$ cat config.mk
export PLATFORM = sky130hd
export DESIGN_NAME = databus_axi_top
export DESIGN_NICKNAME = d
export VERILOG_FILES = /design/src/verilog/databus_pkg.sv /design/src/verilog/merged_bus_if.sv /design/src/verilog/databus_axi_top.sv /design/src/verilog/burst_axi_bridge.sv /design/src/verilog/databus_merge.sv
export SDC_FILE = /design/constraint.sdc
export NUM_CORES = 1
export LEC_CHECK = 0
export ABC_AREA = 1
export BUFFER_PORTS_ARGS = -buffer_cell sky130_fd_sc_hd__buf_2
export CORE_AREA = 8 8 130 132
export DETAILED_ROUTE_END_ITERATION = 10
export DIE_AREA = 0 0 138 140
export GPL_ROUTABILITY_DRIVEN = 1
export GPL_TIMING_DRIVEN = 0
export PLACE_DENSITY = 0.56
export SYNTH_ARGS = -nofsm -noshare
export SYNTH_HDL_FRONTEND = slang
export SYNTH_SLANG_ARGS = --single-unit
$ cat constraint.sdc
create_clock -name clk -period 1.9 [get_ports clk]
set_clock_uncertainty 0.15 [all_clocks]
set_input_delay 0.285 -clock clk [delete_from_list [all_inputs] [get_ports clk]]
set_output_delay 0.285 -clock clk [all_outputs]
set_load 0.1 [all_outputs]
$ cat src/verilog/databus_pkg.sv
`default_nettype none

package databus_pkg;

  // Burst length as carried on the databus and on AxLEN
  typedef logic [7:0] beat_len_t; // Beats minus one

  // Bridge sequencing, one burst in flight at a time
  typedef enum logic [2:0] {
    ST_IDLE,
    ST_WADDR, // AW handshake pending
    ST_WDATA, // W beats flowing
    ST_RADDR, // AR handshake pending
    ST_RDATA  // R beats flowing
  } bridge_state_e;

  localparam int DEFAULT_ADDR_W = 32;
  localparam int DEFAULT_DATA_W = 32; // Bridge beat size is fixed at 4 bytes

endpackage

`default_nettype wire
$ cat src/verilog/merged_bus_if.sv
`timescale 1ns/10ps
`default_nettype none

interface merged_bus_if
  import databus_pkg::*;
#(
  parameter int ADDR_W = DEFAULT_ADDR_W,
  parameter int DATA_W = DEFAULT_DATA_W
) ();

  // Write group
  logic                  wvalid;
  logic [ADDR_W-1:0]     waddr;
  logic [DATA_W-1:0]     wdata;
  logic [DATA_W/8-1:0]   wstrb;
  beat_len_t             wlen;
  logic                  wready; // One W beat accepted
  logic                  wlast;  // Current beat closes the burst

  // Read group
  logic                  rvalid;
  logic [ADDR_W-1:0]     raddr;
  beat_len_t             rlen;
  logic                  rready; // One R beat on rdata
  logic [DATA_W-1:0]     rdata;
  logic                  rlast;

  modport arb (
    output wvalid, waddr, wdata, wstrb, wlen,
    input  wready, wlast,
    output rvalid, raddr, rlen,
    input  rready, rdata, rlast
  );

  modport xlat (
    input  wvalid, waddr, wdata, wstrb, wlen,
    output wready, wlast,
    input  rvalid, raddr, rlen,
    output rready, rdata, rlast
  );

endinterface

`default_nettype wire

$ cat src/verilog/databus_axi_top.sv
`timescale 1ns/10ps
`default_nettype none

module databus_axi_top
  import databus_pkg::*;
#(
  parameter int N_UNITS = 2,
  parameter int ADDR_W  = DEFAULT_ADDR_W,
  parameter int DATA_W  = DEFAULT_DATA_W
) (
  input  wire logic                        clk,
  input  wire logic                        rst,
  // Unit databus side
  input  wire logic [N_UNITS-1:0]          s_valid,
  output logic      [N_UNITS-1:0]          s_ready,
  output logic      [N_UNITS-1:0]          s_last,
  input  wire logic [N_UNITS*ADDR_W-1:0]   s_addr,
  input  wire logic [N_UNITS*DATA_W-1:0]   s_wdata,
  input  wire logic [N_UNITS*DATA_W/8-1:0] s_wstrb,
  output logic      [DATA_W-1:0]           s_rdata,
  input  wire logic [N_UNITS*8-1:0]        s_len,
  // AXI4 master side
  output logic                             axi_awvalid,
  input  wire logic                        axi_awready,
  output logic      [ADDR_W-1:0]           axi_awaddr,
  output beat_len_t                        axi_awlen,
  output logic                             axi_wvalid,
  input  wire logic                        axi_wready,
  output logic      [DATA_W-1:0]           axi_wdata,
  output logic      [DATA_W/8-1:0]         axi_wstrb,
  output logic                             axi_wlast,
  output logic                             axi_arvalid,
  input  wire logic                        axi_arready,
  output logic      [ADDR_W-1:0]           axi_araddr,
  output beat_len_t                        axi_arlen,
  input  wire logic                        axi_rvalid,
  output logic                             axi_rready,
  input  wire logic [DATA_W-1:0]           axi_rdata,
  input  wire logic                        axi_rlast
);

  merged_bus_if #(.ADDR_W(ADDR_W), .DATA_W(DATA_W)) i_merged_bus ();

  databus_merge #(
    .N_UNITS(N_UNITS),
    .ADDR_W (ADDR_W),
    .DATA_W (DATA_W)
  ) i_databus_merge (
    .clk    (clk),
    .rst    (rst),
    .s_valid(s_valid),
    .s_ready(s_ready),
    .s_last (s_last),
    .s_addr (s_addr),
    .s_wdata(s_wdata),
    .s_wstrb(s_wstrb),
    .s_rdata(s_rdata),
    .s_len  (s_len),
    .bus    (i_merged_bus.arb)
  );

  burst_axi_bridge #(
    .ADDR_W(ADDR_W),
    .DATA_W(DATA_W)
  ) i_burst_axi_bridge (
    .clk        (clk),
    .rst        (rst),
    .bus        (i_merged_bus.xlat),
    .axi_awvalid(axi_awvalid),
    .axi_awready(axi_awready),
    .axi_awaddr (axi_awaddr),
    .axi_awlen  (axi_awlen),
    .axi_wvalid (axi_wvalid),
    .axi_wready (axi_wready),
    .axi_wdata  (axi_wdata),
    .axi_wstrb  (axi_wstrb),
    .axi_wlast  (axi_wlast),
    .axi_arvalid(axi_arvalid),
    .axi_arready(axi_arready),
    .axi_araddr (axi_araddr),
    .axi_arlen  (axi_arlen),
    .axi_rvalid (axi_rvalid),
    .axi_rready (axi_rready),
    .axi_rdata  (axi_rdata),
    .axi_rlast  (axi_rlast)
  );

endmodule

`default_nettype wire

$ cat src/verilog/burst_axi_bridge.sv
`timescale 1ns/10ps
`default_nettype none

module burst_axi_bridge
  import databus_pkg::*;
#(
  parameter int ADDR_W = DEFAULT_ADDR_W,
  parameter int DATA_W = DEFAULT_DATA_W
) (
  input  wire logic                clk,
  input  wire logic                rst,
  merged_bus_if.xlat               bus,
  // AW channel
  output logic                     axi_awvalid,
  input  wire logic                axi_awready,
  output logic      [ADDR_W-1:0]   axi_awaddr,
  output beat_len_t                axi_awlen,
  // W channel
  output logic                     axi_wvalid,
  input  wire logic                axi_wready,
  output logic      [DATA_W-1:0]   axi_wdata,
  output logic      [DATA_W/8-1:0] axi_wstrb,
  output logic                     axi_wlast,
  // AR channel
  output logic                     axi_arvalid,
  input  wire logic                axi_arready,
  output logic      [ADDR_W-1:0]   axi_araddr,
  output beat_len_t                axi_arlen,
  // R channel
  input  wire logic                axi_rvalid,
  output logic                     axi_rready,
  input  wire logic [DATA_W-1:0]   axi_rdata,
  input  wire logic                axi_rlast
);

  if (DATA_W != DEFAULT_DATA_W) begin : g_width_check
    $error("burst_axi_bridge issues 4-byte beats, DATA_W must be 32");
  end

  bridge_state_e state;
  beat_len_t     beat_cnt; // W beats already accepted

  // Request fields are held steady by the unit for the whole burst
  assign axi_awaddr = bus.waddr;
  assign axi_awlen  = bus.wlen;
  assign axi_wdata  = bus.wdata;
  assign axi_wstrb  = bus.wstrb;
  assign axi_araddr = bus.raddr;
  assign axi_arlen  = bus.rlen;
  assign bus.rdata  = axi_rdata;

  always_ff @(posedge clk or posedge rst) begin
    if (rst) begin
      state       <= ST_IDLE;
      axi_awvalid <= 1'b0;
      axi_arvalid <= 1'b0;
      beat_cnt    <= '0;
    end else begin
      case (state)
        ST_IDLE: begin
          if (bus.wvalid) begin // Writes go first
            axi_awvalid <= 1'b1;
            state       <= ST_WADDR;
          end else if (bus.rvalid) begin
            axi_arvalid <= 1'b1;
            state       <= ST_RADDR;
          end
        end
        ST_WADDR: begin
          if (axi_awready) begin
            axi_awvalid <= 1'b0;
            state       <= ST_WDATA;
          end
        end
        ST_WDATA: begin
          if (axi_wvalid && axi_wready) begin
            if (bus.wlast) begin
              beat_cnt <= '0;
              state    <= ST_IDLE;
            end else begin
              beat_cnt <= beat_cnt + 1'b1;
            end
          end
        end
        ST_RADDR: begin
          if (axi_arready) begin
            axi_arvalid <= 1'b0;
            state       <= ST_RDATA;
          end
        end
        ST_RDATA: begin
          if (axi_rvalid && axi_rready && axi_rlast) begin
            state <= ST_IDLE;
          end
        end
        default: state <= ST_IDLE;
      endcase
    end
  end

  // Data phases follow the memory handshake combinationally
  always_comb begin
    axi_wvalid = 1'b0;
    bus.wready = 1'b0;
    bus.wlast  = 1'b0;
    axi_rready = 1'b0;
    bus.rready = 1'b0;
    bus.rlast  = 1'b0;
    if (state == ST_WDATA) begin
      axi_wvalid = bus.wvalid;
      bus.wready = axi_wready;
      bus.wlast  = (beat_cnt == bus.wlen);
    end
    if (state == ST_RDATA) begin
      axi_rready = bus.rvalid;
      bus.rready = axi_rvalid;
      bus.rlast  = axi_rlast;
    end
  end

  assign axi_wlast = bus.wlast;

  a_aw_hold: assert property (@(posedge clk) disable iff (rst)
    axi_awvalid && !axi_awready |=> axi_awvalid && $stable(axi_awaddr) && $stable(axi_awlen));

  a_ar_hold: assert property (@(posedge clk) disable iff (rst)
    axi_arvalid && !axi_arready |=> axi_arvalid && $stable(axi_araddr) && $stable(axi_arlen));

  // W beats stay inside the data state and never run past the burst length
  a_w_in_data: assert property (@(posedge clk) disable iff (rst)
    axi_wvalid |-> state == ST_WDATA && beat_cnt <= bus.wlen);

endmodule

`default_nettype wire

$ cat src/verilog/databus_merge.sv
`timescale 1ns/10ps
`default_nettype none

module databus_merge
  import databus_pkg::*;
#(
  parameter int N_UNITS = 2,
  parameter int ADDR_W  = DEFAULT_ADDR_W,
  parameter int DATA_W  = DEFAULT_DATA_W
) (
  input  wire logic                          clk,
  input  wire logic                          rst,
  input  wire logic [N_UNITS-1:0]            s_valid,
  output logic      [N_UNITS-1:0]            s_ready,
  output logic      [N_UNITS-1:0]            s_last,
  input  wire logic [N_UNITS*ADDR_W-1:0]     s_addr,
  input  wire logic [N_UNITS*DATA_W-1:0]     s_wdata,
  input  wire logic [N_UNITS*DATA_W/8-1:0]   s_wstrb,
  output logic      [DATA_W-1:0]             s_rdata,
  input  wire logic [N_UNITS*8-1:0]          s_len,
  merged_bus_if.arb                          bus
);

  localparam int STRB_W = DATA_W/8;
  localparam int IDX_W  = $clog2(N_UNITS);

  typedef logic [IDX_W-1:0] unit_idx_t;

  logic [ADDR_W-1:0] u_addr  [N_UNITS];
  logic [DATA_W-1:0] u_wdata [N_UNITS];
  logic [STRB_W-1:0] u_wstrb [N_UNITS];
  beat_len_t         u_len   [N_UNITS];

  logic      w_running, r_running; // Direction busy with a burst
  unit_idx_t w_sel, r_sel;         // Granted unit per direction
  logic      w_req_any, r_req_any;
  unit_idx_t w_req, r_req;
  logic      w_xfer, r_xfer;

  for (genvar g = 0; g < N_UNITS; g++) begin : g_unpack
    assign u_addr[g]  = s_addr[g*ADDR_W +: ADDR_W];
    assign u_wdata[g] = s_wdata[g*DATA_W +: DATA_W];
    assign u_wstrb[g] = s_wstrb[g*STRB_W +: STRB_W];
    assign u_len[g]   = s_len[g*8 +: 8];
  end

  // Later index overwrites earlier, so the highest requester wins
  always_comb begin
    w_req_any = 1'b0;
    r_req_any = 1'b0;
    w_req     = '0;
    r_req     = '0;
    for (int i = 0; i < N_UNITS; i++) begin
      if (s_valid[i]) begin
        if (|u_wstrb[i]) begin // Any strobe bit means write
          w_req_any = 1'b1;
          w_req     = unit_idx_t'(i);
        end else begin
          r_req_any = 1'b1;
          r_req     = unit_idx_t'(i);
        end
      end
    end
  end

  assign w_xfer = bus.wvalid && bus.wready;
  assign r_xfer = bus.rvalid && bus.rready;

  always_ff @(posedge clk or posedge rst) begin
    if (rst) begin
      w_running <= 1'b0;
      w_sel     <= '0;
      r_running <= 1'b0;
      r_sel     <= '0;
    end else begin
      if (!w_running && w_req_any) begin
        w_running <= 1'b1;
        w_sel     <= w_req;
      end else if (w_running && w_xfer && bus.wlast) begin
        w_running <= 1'b0; // Free after last beat
      end
      if (!r_running && r_req_any) begin
        r_running <= 1'b1;
        r_sel     <= r_req;
      end else if (r_running && r_xfer && bus.rlast) begin
        r_running <= 1'b0;
      end
    end
  end

  // Steer granted unit onto the merged channels
  assign bus.wvalid = w_running && s_valid[w_sel];
  assign bus.waddr  = u_addr[w_sel];
  assign bus.wdata  = u_wdata[w_sel];
  assign bus.wstrb  = u_wstrb[w_sel];
  assign bus.wlen   = u_len[w_sel];
  assign bus.rvalid = r_running && s_valid[r_sel];
  assign bus.raddr  = u_addr[r_sel];
  assign bus.rlen   = u_len[r_sel];

  assign s_rdata = bus.rdata; // Shared by all units

  for (genvar g = 0; g < N_UNITS; g++) begin : g_decode
    logic w_hit, r_hit;
    assign w_hit      = w_running && (w_sel == unit_idx_t'(g));
    assign r_hit      = r_running && (r_sel == unit_idx_t'(g));
    assign s_ready[g] = (w_hit && bus.wready) || (r_hit && bus.rready);
    assign s_last[g]  = (w_hit && bus.wlast) || (r_hit && bus.rlast);
  end

  // Bridge carries one burst at a time so at most one unit sees ready
  a_ready_grants: assert property (@(posedge clk) disable iff (rst)
    $onehot0(s_ready));

endmodule

`default_nettype wire

==> results.toml, run 1 <==
[worst_setup_path]
crit_chain = "buf_6 -> clkinv_8 -> buf_12 -> nand2_8 -> nand2_8 -> nand2_2 -> nand2_2 -> nand2_2 -> nor2_4 -> nand3_4 -> o21ai_4 -> buf_12"
critical_path.startpoint = "i_databus_merge.w_sel"
rr_worst_depth = 14
crit_fanout = 8
cpMostUsedCell = "nand2_2"
crit_slowest_cell = "dfrtp_1"
reg2reg_slack_ps = -160
crit-reg2reg-launch = "i_databus_merge.w_sel"
cp-end-kind = "output pin"
cp_data_arrival_time_ps = 2010
r2r-end = "i_burst_axi_bridge.beat_cnt[0]"
cp-start-kind = "flop"
critPathTopFamily = "simple AND/OR/NAND/NOR gates"
max_stage_delay_ps = 380
path_buf_inv = 4
required_ps = 1460
critPathKind = "flop to output pin"

[floorplan]
die_h_um = 140
die-area_um2 = 19320
initial_core_util_pct = 19.45
dieWidth_um = 138
row_count = 45
coreArea_um2 = 14860
num_io_pins = 350

[sta]
tightest_slew_ps = 747.1
slew_violations = 0
setup_viol = 118
hold_viol_final = 0
finalCritPeriodShare_pct = 128.6
setup_ws_ps = -544.1
rsz0062_at_grt = "true"
fmax_ghz = 0.4091
timing.final.crit_period_ps = 2444
hold_ws_ps = 1.892
relSlewSlack_pct = 50.14

[detailed_routing]
dr_total_vias = 5247
drc = 0
drtAntennaViolNets = 0
vias_per_cell = 4.639
wl_um = 24270
first_iter_violations = 177
wl_per_cell_um = 21.46
dr.pass1.iters = 4

[placement]
portBuffers = 317
place_ws_ps = -631.9
placed_cell_area_um2 = 5693
place_congestion = 0.8562
dpl.hpwl_um = 15560

[clocking]
path_clk_slew_ps = 60
h-tree-depth = 1
clock_latency_ps = 250
clockBufferDepth = 2
root_buffer = "clkbuf_16"
cts_tree = "yes"
cts_sinks = 17
cts_made_buffers = 3

[logic_synthesis]
synth_seq_area_share_pct = 14.71
yosys_warnings = 0
synthXorXnorAreaFrac_pct = 0.3029
synth_cells = 560
synth_fa_ha_area_share_pct = 0.4327
netlist_area_um2 = 2892
synth_cell_types = 35
muxShareOfSynthArea_pct = 0
synthSimpleGateAreaFrac_pct = 46.30
syn_area_per_cell_um2 = 5.163
synth_top_family_by_area = "simple AND/OR/NAND/NOR gates"
synth-seq-cells = 17
synth_compound_area_share_pct = 16.31
syn_nets = 754

[finish]
layout_common_cells = "buf_2 (194), buf_12 (119), nand2_1 (103), nand2_4 (97), o21ai_4 (70)"
final.fill_count = 1118
nets = 1132
syn_to_final_growth_pct = 237.2
seq_area_um2 = 427.9
final_common_cell = "buf_2"
multi_input_area_um2 = 3871
drive_gt1_share_pct = 75.24
fin_area_um2 = 9751

[pwr]
powerDensity_nw_per_um2 = 2000
peakVddDrop_uv = 1102
pwr-share-comb_pct = 94.3
p_sw_mw = 12.10
internal-power_mw = 7.399
p_leak_nw = 4.708
power_mw = 19.50
swShare_pct = 62.06
p_clk_share_pct = 2.3
seqPwrFrac_pct = 3.4

[job]
drv_cap = 0

[grt]
grt_pass1_wl_um = 33600
grt_pass1_vias = 5599
busiest_layer = "met2"
grtUsageTotal_pct = 21.78
grt_use_met2_pct = 40.92
overflow = 0
grt_max_degree = 18
grt_use_met1_pct = 24.48
antenna_found_initial = 7
met3_usage_pct = 4.192

[outcome]
violations = "setup timing"
status = "finished with violations"

[worst_hold_path]
hold_path.class = "primary input to asynchronous set/reset pin"
[flip-flops by register name (all words and copies together) (netlist names)]
name                            cells
i_burst_axi_bridge.axi_arvalid      1
i_burst_axi_bridge.axi_awvalid      1
i_burst_axi_bridge.beat_cnt         8
i_databus_merge.r_sel               1
i_databus_merge.w_sel               1
i_burst_axi_bridge.state            3
i_databus_merge.r_running           1
i_databus_merge.w_running           1
[cell type report]
cell class,instances,area share (%)
diodes,6,0.1540
plain buffers,56,7.417
clock buffers,3,0.7699
clock inverters,1,0.05133
inverters,70,2.913
multi-input cells,414,39.70
flip-flops and latches,17,4.389
well taps,188,2.412
repair buffers,376,42.19
[repair_timing]
action / CTS / global route
buffers inserted: 39 / 6
hold buffers: 0 / 0
cloned: 12 / 4
endpoints found under the setup margin: 130 / 134
hold endpoints to repair: 0 / 0
pin swaps: 34 / 46
gates resized for setup: 689 / 170
[per-layer routing]
layer | vias up | wire length, um
met5 | - | 18
met4 | 2 | 882
met3 | 44 | 1482
met2 | 249 | 12980
met1 | 2458 | 8903
li1 | 2494 | -
[power groups by stage]
stage	combinational [mW]	clock [mW]	sequential, mW
after floorplan	9.88	0	0.782
after global placement	11.8	0	0.673
after detailed placement	11.9	0	0.675
after CTS	17.0	0.459	0.652
after global routing	18.9	0.473	0.678
final	18.4	0.448	0.660
[cell families after synthesis]
| group | count (synthesis) |
|---|---|
| and+or+nand+nor | 322 |
| buffers and inverters | 129 |
| AOI/OAI and AO/OA | 90 |
| DFF | 17 |
| xor gates and xnor gates | 1 |
| adders and majority gates | 1 |
[metrics by stage]
| step | setup TNS, ps | instances | utilization (%) |
|---|---|---|---|
| 2_1_floorplan | -16200 | 560 | - |
| 3_3_place_gp | -55410 | 1065 | 38.30 |
| 3_5_place_dp | -56920 | 1065 | 38.30 |
| 4_1_cts | -21280 | 1120 | 60.67 |
| 5_1_grt | -26510 | 1131 | 65.60 |
| 6_report | -20720 | 1131 | 65.60 |
[synth_stat cells]
| cell | instances | area (um2) |
|---|---|---|
| nor2_2 | 4 | 25.02 |
| or2_2 | 1 | 6.260 |
| nor3_4 | 1 | 16.27 |
| buf_1 | 2 | 7.510 |
| nor3_1 | 3 | 15.01 |
| nand4_1 | 4 | 25.02 |
| inv_4 | 1 | 6.260 |
| o21a_1 | 1 | 7.510 |
| o31ai_1 | 1 | 7.510 |
| dfrtp_1 | 17 | 425.4 |
| inv_2 | 2 | 7.510 |
| inv_1 | 67 | 251.5 |
| a21oi_2 | 1 | 8.760 |
| nor2_1 | 18 | 67.56 |
| buf_4 | 33 | 247.7 |
| xor2_1 | 1 | 8.760 |
| o21bai_1 | 2 | 15.01 |
| a21oi_1 | 1 | 5.000 |
| nand3_4 | 1 | 17.52 |
| nand3b_1 | 2 | 15.01 |
| nand2_2 | 1 | 6.260 |
| buf_6 | 3 | 33.78 |
| nand3_2 | 2 | 20.02 |
| nor4_1 | 2 | 12.51 |
| nor3_2 | 1 | 10.01 |
| nand2_4 | 1 | 11.26 |
| o21ai_1 | 2 | 10.01 |
| buf_2 | 1 | 5.000 |
| ha_1 | 1 | 12.51 |
| clkbuf_1 | 20 | 75.07 |
| o21ai_0 | 80 | 400.4 |
| nand2_1 | 257 | 964.7 |
| nand3_1 | 23 | 115.1 |
| o32ai_1 | 2 | 17.52 |
| nor2_4 | 1 | 11.26 |
[worst max-delay path by stage]
stage	endpoint	slack [ps]	cells after the start
floorplan	s_last[0]	-530	11
global placement	s_last[0]	-640	12
detailed placement	s_last[0]	-630	12
CTS	s_last[0]	-530	11
global route	s_last[0]	-650	12
finish	s_last[0]	-540	12
No activity file was read; power rests on OpenSTA's default activity.
==> run 2: changes to the inputs <==
- CORE_AREA: 8 8 130 132 -> 2 2 135 137
- DIE_AREA: 0 0 138 140 -> 0 0 137 139
- PLACE_DENSITY: 0.56 -> 0.49
- REMOVE_ABC_BUFFERS: default -> 1
==> run 2 against run 1 <==
Effect of this change: sequential power up 5.5%; final cell count fell by 2.4%; clock power fell by 1%; register-to-register slack lost 100 ps; worst setup slack worse by 44 ps; first-iteration DRC count is 31% higher; highest routed layer unchanged; die area is 1.4% lower; the flow finishes with violations (hold timing, setup timing).
==> results.toml, run 2 (synthesis gave the netlist of run 1 again) <==
[outcome]
status = "finished with violations"
violations = "hold timing, setup timing"

[floorplan]
initial_core_util_pct = 16.38
num_io_pins = 350
die-area_um2 = 19040
dieWidth_um = 137
die_h_um = 139
coreArea_um2 = 17660
row_count = 49

[sta]
timing.final.crit_period_ps = 2488
tightest_slew_ps = 729.5
fmax_ghz = 0.4019
rsz0062_at_grt = "true"
setup_viol = 107
relSlewSlack_pct = 51.31
setup_ws_ps = -588.0
hold_viol_final = 7
slew_violations = 0
finalCritPeriodShare_pct = 130.9
hold_ws_ps = -3.100
setup-tns-final_ps = -21580

[finish]
seq_area_um2 = 435.4
largest_register_ffs = 8
stdcell_count = 1104
multi_input_area_um2 = 2810
final_common_cell = "buf_2"
biggestRegsByFlops = "i_burst_axi_bridge.beat_cnt: 8 flops, i_burst_axi_bridge.state: 3 flops"
syn_to_final_growth_pct = 179.9
fin_area_um2 = 8093
top_register = "i_burst_axi_bridge.beat_cnt"
nets = 1069
layout_common_cells = "buf_2 (163), nand2_1 (157), buf_12 (111), nand2_2 (89), inv_1 (60)"
final.fill_count = 1661
drive_gt1_share_pct = 65.33

[clocking]
cts_tree = "yes"
clock_latency_ps = 250
path_clk_slew_ps = 60
cts_sinks = 17
h-tree-depth = 1
cts_made_buffers = 3
root_buffer = "clkbuf_16"
clockBufferDepth = 2

[grt]
grt_max_degree = 32
antenna_found_initial = 2
overflow = 0
grtUsageTotal_pct = 20.09
grt_pass1_vias = 4885
grt_pass1_wl_um = 28680

[detailed_routing]
drc = 0
first_iter_violations = 232
wl_per_cell_um = 19.95
vias_per_cell = 4.545
dr.pass1.iters = 5
drtAntennaViolNets = 0
wl_um = 22030
dr_total_vias = 5018

[pwr]
powerDensity_nw_per_um2 = 2158
p_leak_nw = 4.088
power_mw = 17.47
peakVddDrop_uv = 1575

[worst_setup_path]
reg2reg_slack_ps = -260
cp_data_arrival_time_ps = 2050
required_ps = 1460
crit_fanout = 5
critPathKind = "flop to output pin"
cp-start-kind = "flop"
cp-end-kind = "output pin"

[job]
drv_cap = 0

[placement]
portBuffers = 285
placed_cells = 1017
placed_cell_area_um2 = 4288
place_congestion = 0.7619
dpl.hpwl_um = 13190

[worst_hold_path]
hold_path.class = "primary input to asynchronous set/reset pin"
==> run 2: cell count changes in the layout (fill, tap and decap cells not counted), sizes merged <==
cell,before,now
bufbuf,0,1
inv,68,73
clkbuf,30,17
diode,6,1
buf,405,347
clkinv,2,4
==> run 2: critical path: stages (launching register included) <==
cell and delay (ps):
dfrtp_4 520, buf_16 180, buf_8 140, nand2_2 70, nand3_1 80, nand2_1 70, nand2_2 70, nor2_4 140
nand3_4 150, o21ai_4 190, buf_12 190
==> run 2: final cells by class <==
| type | instances | area share (%) |
|---|---|---|
| clock inverters | 1 | 0.06184 |
| multi-input cells | 414 | 34.72 |
| well taps | 229 | 3.541 |
| inverters | 70 | 3.741 |
| repair buffers | 362 | 50.32 |
| diodes | 1 | 0.03092 |
| flip-flops and latches | 17 | 5.380 |
| clock buffers | 3 | 0.9276 |
| repair inverters | 7 | 1.268 |
==> run 2: worst paths after layout <==
path | cells after the start | from | endpoint
max | 10 | i_databus_merge.w_sel | s_last[0]
min | 2 | rst | i_burst_axi_bridge.axi_arvalid
max reg2reg | 12 | i_databus_merge.w_sel | i_burst_axi_bridge.beat_cnt[5]
min reg2reg | 1 | i_burst_axi_bridge.axi_arvalid | i_burst_axi_bridge.axi_arvalid
max in group asynchronous | 2 | rst | i_databus_merge.r_sel
min in group clk | 3 | s_valid[1] | i_databus_merge.w_sel
==> run 2: per-layer routing <==
| metal | track usage [%] | wire length, um | vias up |
|---|---|---|---|
| met1 | 22.73 | 8293 | 2365 |
| met5 | 3.968 | 102 | - |
| met3 | 8.443 | 2292 | 31 |
| met2 | 35.35 | 10960 | 274 |
| li1 | - | - | 2346 |
| met4 | 2.604 | 376 | 2 |
==> run 2: stage by stage <==
step / hold slack (ps) / setup WS (ps) / utilization [%]
finish: -3.100 / -588.0 / 45.83
global route: 51.07 / -683.3 / 45.83
CTS: 38.96 / -588.9 / 40.26
detailed placement: 304.1 / -1642 / 24.28
global placement: 296.7 / -4087 / 23.99
floorplan: 61.07 / -4317 / -
==> run 2: repair_timing <==
action	CTS	global route
hold buffers	0	0
pin swaps	34	62
cloned	11	3
gates resized for setup	614	233
setup endpoints to repair	140	135
buffers inserted	58	18
endpoints found under the hold margin	0	0
==> run 2: power breakdown <==
part / internal [mW] / switching (mW) / leakage, nW
logic: 5.63 / 10.7 / 3.85
registers: 0.518 / 0.178 / 0.197
clock network: 0.282 / 0.161 / 0.0409
==> run 3: changes to the inputs <==
- BUFFER_PORTS_ARGS: -buffer_cell sky130_fd_sc_hd__buf_2 -> -buffer_cell sky130_fd_sc_hd__clkbuf_2
==> run 3 against run 2 <==
Effect of this change: the run still ends with hold timing, setup timing left; clock-buffer cell count increased by 1; final area increased by 8.3%; maximum frequency decreased by 1.5%; core utilization increased by 3.8 points; flip-flop and latch count unchanged; largest power group unchanged.
==> results.toml, run 3 (synthesis gave the netlist of run 1 again) <==
[outcome]
status = "finished with violations"
violations = "hold timing, setup timing"

[pwr]
peakVddDrop_uv = 1629
p_leak_nw = 4.469
seqPwrFrac_pct = 3.8
p_clk_share_pct = 2.3
internal-power_mw = 7.144
p_sw_mw = 11.30
powerDensity_nw_per_um2 = 2104
power_mw = 18.44
pwr-share-comb_pct = 93.9
swShare_pct = 61.26

[sta]
hold_viol_final = 11
finalCritPeriodShare_pct = 133.0
tightest_slew_ps = 738.3
timing.final.crit_period_ps = 2527
setup_viol = 125
fmax_ghz = 0.3957
hold_ws_ps = -9.439
relSlewSlack_pct = 50.73
setup_ws_ps = -627.0
setup-tns-final_ps = -23220
rsz0062_at_grt = "true"
slew_violations = 0

[worst_setup_path]
critPathKind = "flop to output pin"
crit-reg2reg-launch = "i_databus_merge.w_sel"
critical_path.startpoint = "i_databus_merge.w_sel"
cp-start-kind = "flop"
cp-end-kind = "output pin"
cp_data_arrival_time_ps = 2090
crit_fanout = 6
required_ps = 1460

[clocking]
hold_buffers = 0
cts_tree = "yes"
cts_made_buffers = 3
h-tree-depth = 1
path_clk_slew_ps = 60
clockBufferDepth = 2
root_buffer = "clkbuf_16"
cts_sinks = 17
clock_latency_ps = 250

[detailed_routing]
wl_per_cell_um = 21.04
first_iter_violations = 219
drc = 0
wl_um = 23420
vias_per_cell = 4.533
dr_total_vias = 5045
dr.pass1.iters = 4
drtAntennaViolNets = 0

[finish]
drive_gt1_share_pct = 67.53
stdcell_count = 1113
largest_register_ffs = 8
num_antenna_cells = 0
layout_common_cells = "clkbuf_2 (162), nand2_1 (136), nand2_2 (94), clkbuf_16 (75), inv_1 (61)"
top_register = "i_burst_axi_bridge.beat_cnt"
biggestRegsByFlops = "i_burst_axi_bridge.beat_cnt: 8 flops, i_burst_axi_bridge.state: 3 flops"
final_common_cell = "clkbuf_2"
fin_area_um2 = 8767
nets = 1079
syn_to_final_growth_pct = 203.2

[grt]
grt_max_degree = 34
overflow = 0
grt_pass1_wl_um = 29100
grtUsageTotal_pct = 20.44
antenna_found_initial = 1
grt_pass1_vias = 4904

[placement]
portBuffers = 285
placed_cell_area_um2 = 4288
place_congestion = 0.7614
dpl.hpwl_um = 13170
placed_cells = 1017

[floorplan]
die_h_um = 139
die-area_um2 = 19040
dieWidth_um = 137
row_count = 49
num_io_pins = 350
coreArea_um2 = 17660
initial_core_util_pct = 16.38

[job]
drv_cap = 0

[worst_hold_path]
hold_path.class = "primary input to asynchronous set/reset pin"
-- run 3: path summary, 6_finish.rpt --
check / end / cells after the start / slack [ps]
max in group asynchronous: i_databus_merge.w_sel / 2 / 1060
setup reg to reg: i_burst_axi_bridge.beat_cnt[0] / 12 / -250
setup / recovery: s_last[1] / 10 / -630
min in group clk: i_databus_merge.w_sel / 3 / 220
hold / removal: i_burst_axi_bridge.beat_cnt[0] / 2 / -9
hold reg to reg: i_burst_axi_bridge.axi_arvalid / 1 / 360
-- run 3: power groups by stage --
stage               sequential, mW  combinational, mW  clock [mW]
floorplan                     1.04               7.95           0
global placement              1.11               9.56           0
CTS                          0.679               14.7       0.438
finish                       0.696               17.3       0.432
detailed placement           0.868               9.84           0
global route                 0.720               17.8       0.460
-- run 3: cell type report --
| type | instances | area, um2 |
|---|---|---|
| Inverter | 70 | 300.3 |
| Sequential cell | 17 | 434.2 |
| Fill cell | 1550 | 8890 |
| Timing Repair Buffer | 374 | 4586 |
| Multi-Input combinational cell | 414 | 3012 |
| Clock buffer | 4 | 78.83 |
| Tap cell | 229 | 286.5 |
| Timing Repair inverter | 5 | 70.07 |
-- run 3: stage by stage --
step	setup WS (ps)	util, %	hold WS (ps)
2_1_floorplan	-4317	-	61.07
3_3_place_gp	-4152	23.99	278.3
3_5_place_dp	-1660	24.28	295.9
4_1_cts	-609.7	41.40	30.63
5_1_grt	-708.1	49.65	60.57
6_report	-627.0	49.65	-9.439
-- run 3: metal layers --
metal / wire length (um) / up-vias / track usage (%)
met4: 442 / 4 / 3.690
li1: - / 2360 / -
met1: 9105 / 2403 / 23.06
met5: 111 / - / 4.233
met2: 11500 / 246 / 35.27
met3: 2264 / 32 / 8.955
-- run 3: what timing repair did --
item / in CTS / in global routing
setup buffers: 54 / 24
gates resized for setup: 508 / 309
pin swaps: 21 / 66
endpoints found under the setup margin: 138 / 135
gates cloned: 9 / 8
-- run 3: critical path, stage by stage, from the launching register on --
cell       delay (ps)
dfrtp_4           500
buf_16            180
buf_8             140
nand2_2            60
nand3_1            70
nand2_1            80
nand2_2            70
nor2_4            140
nand3_4           160
o21ai_4           210
clkbuf_16         220
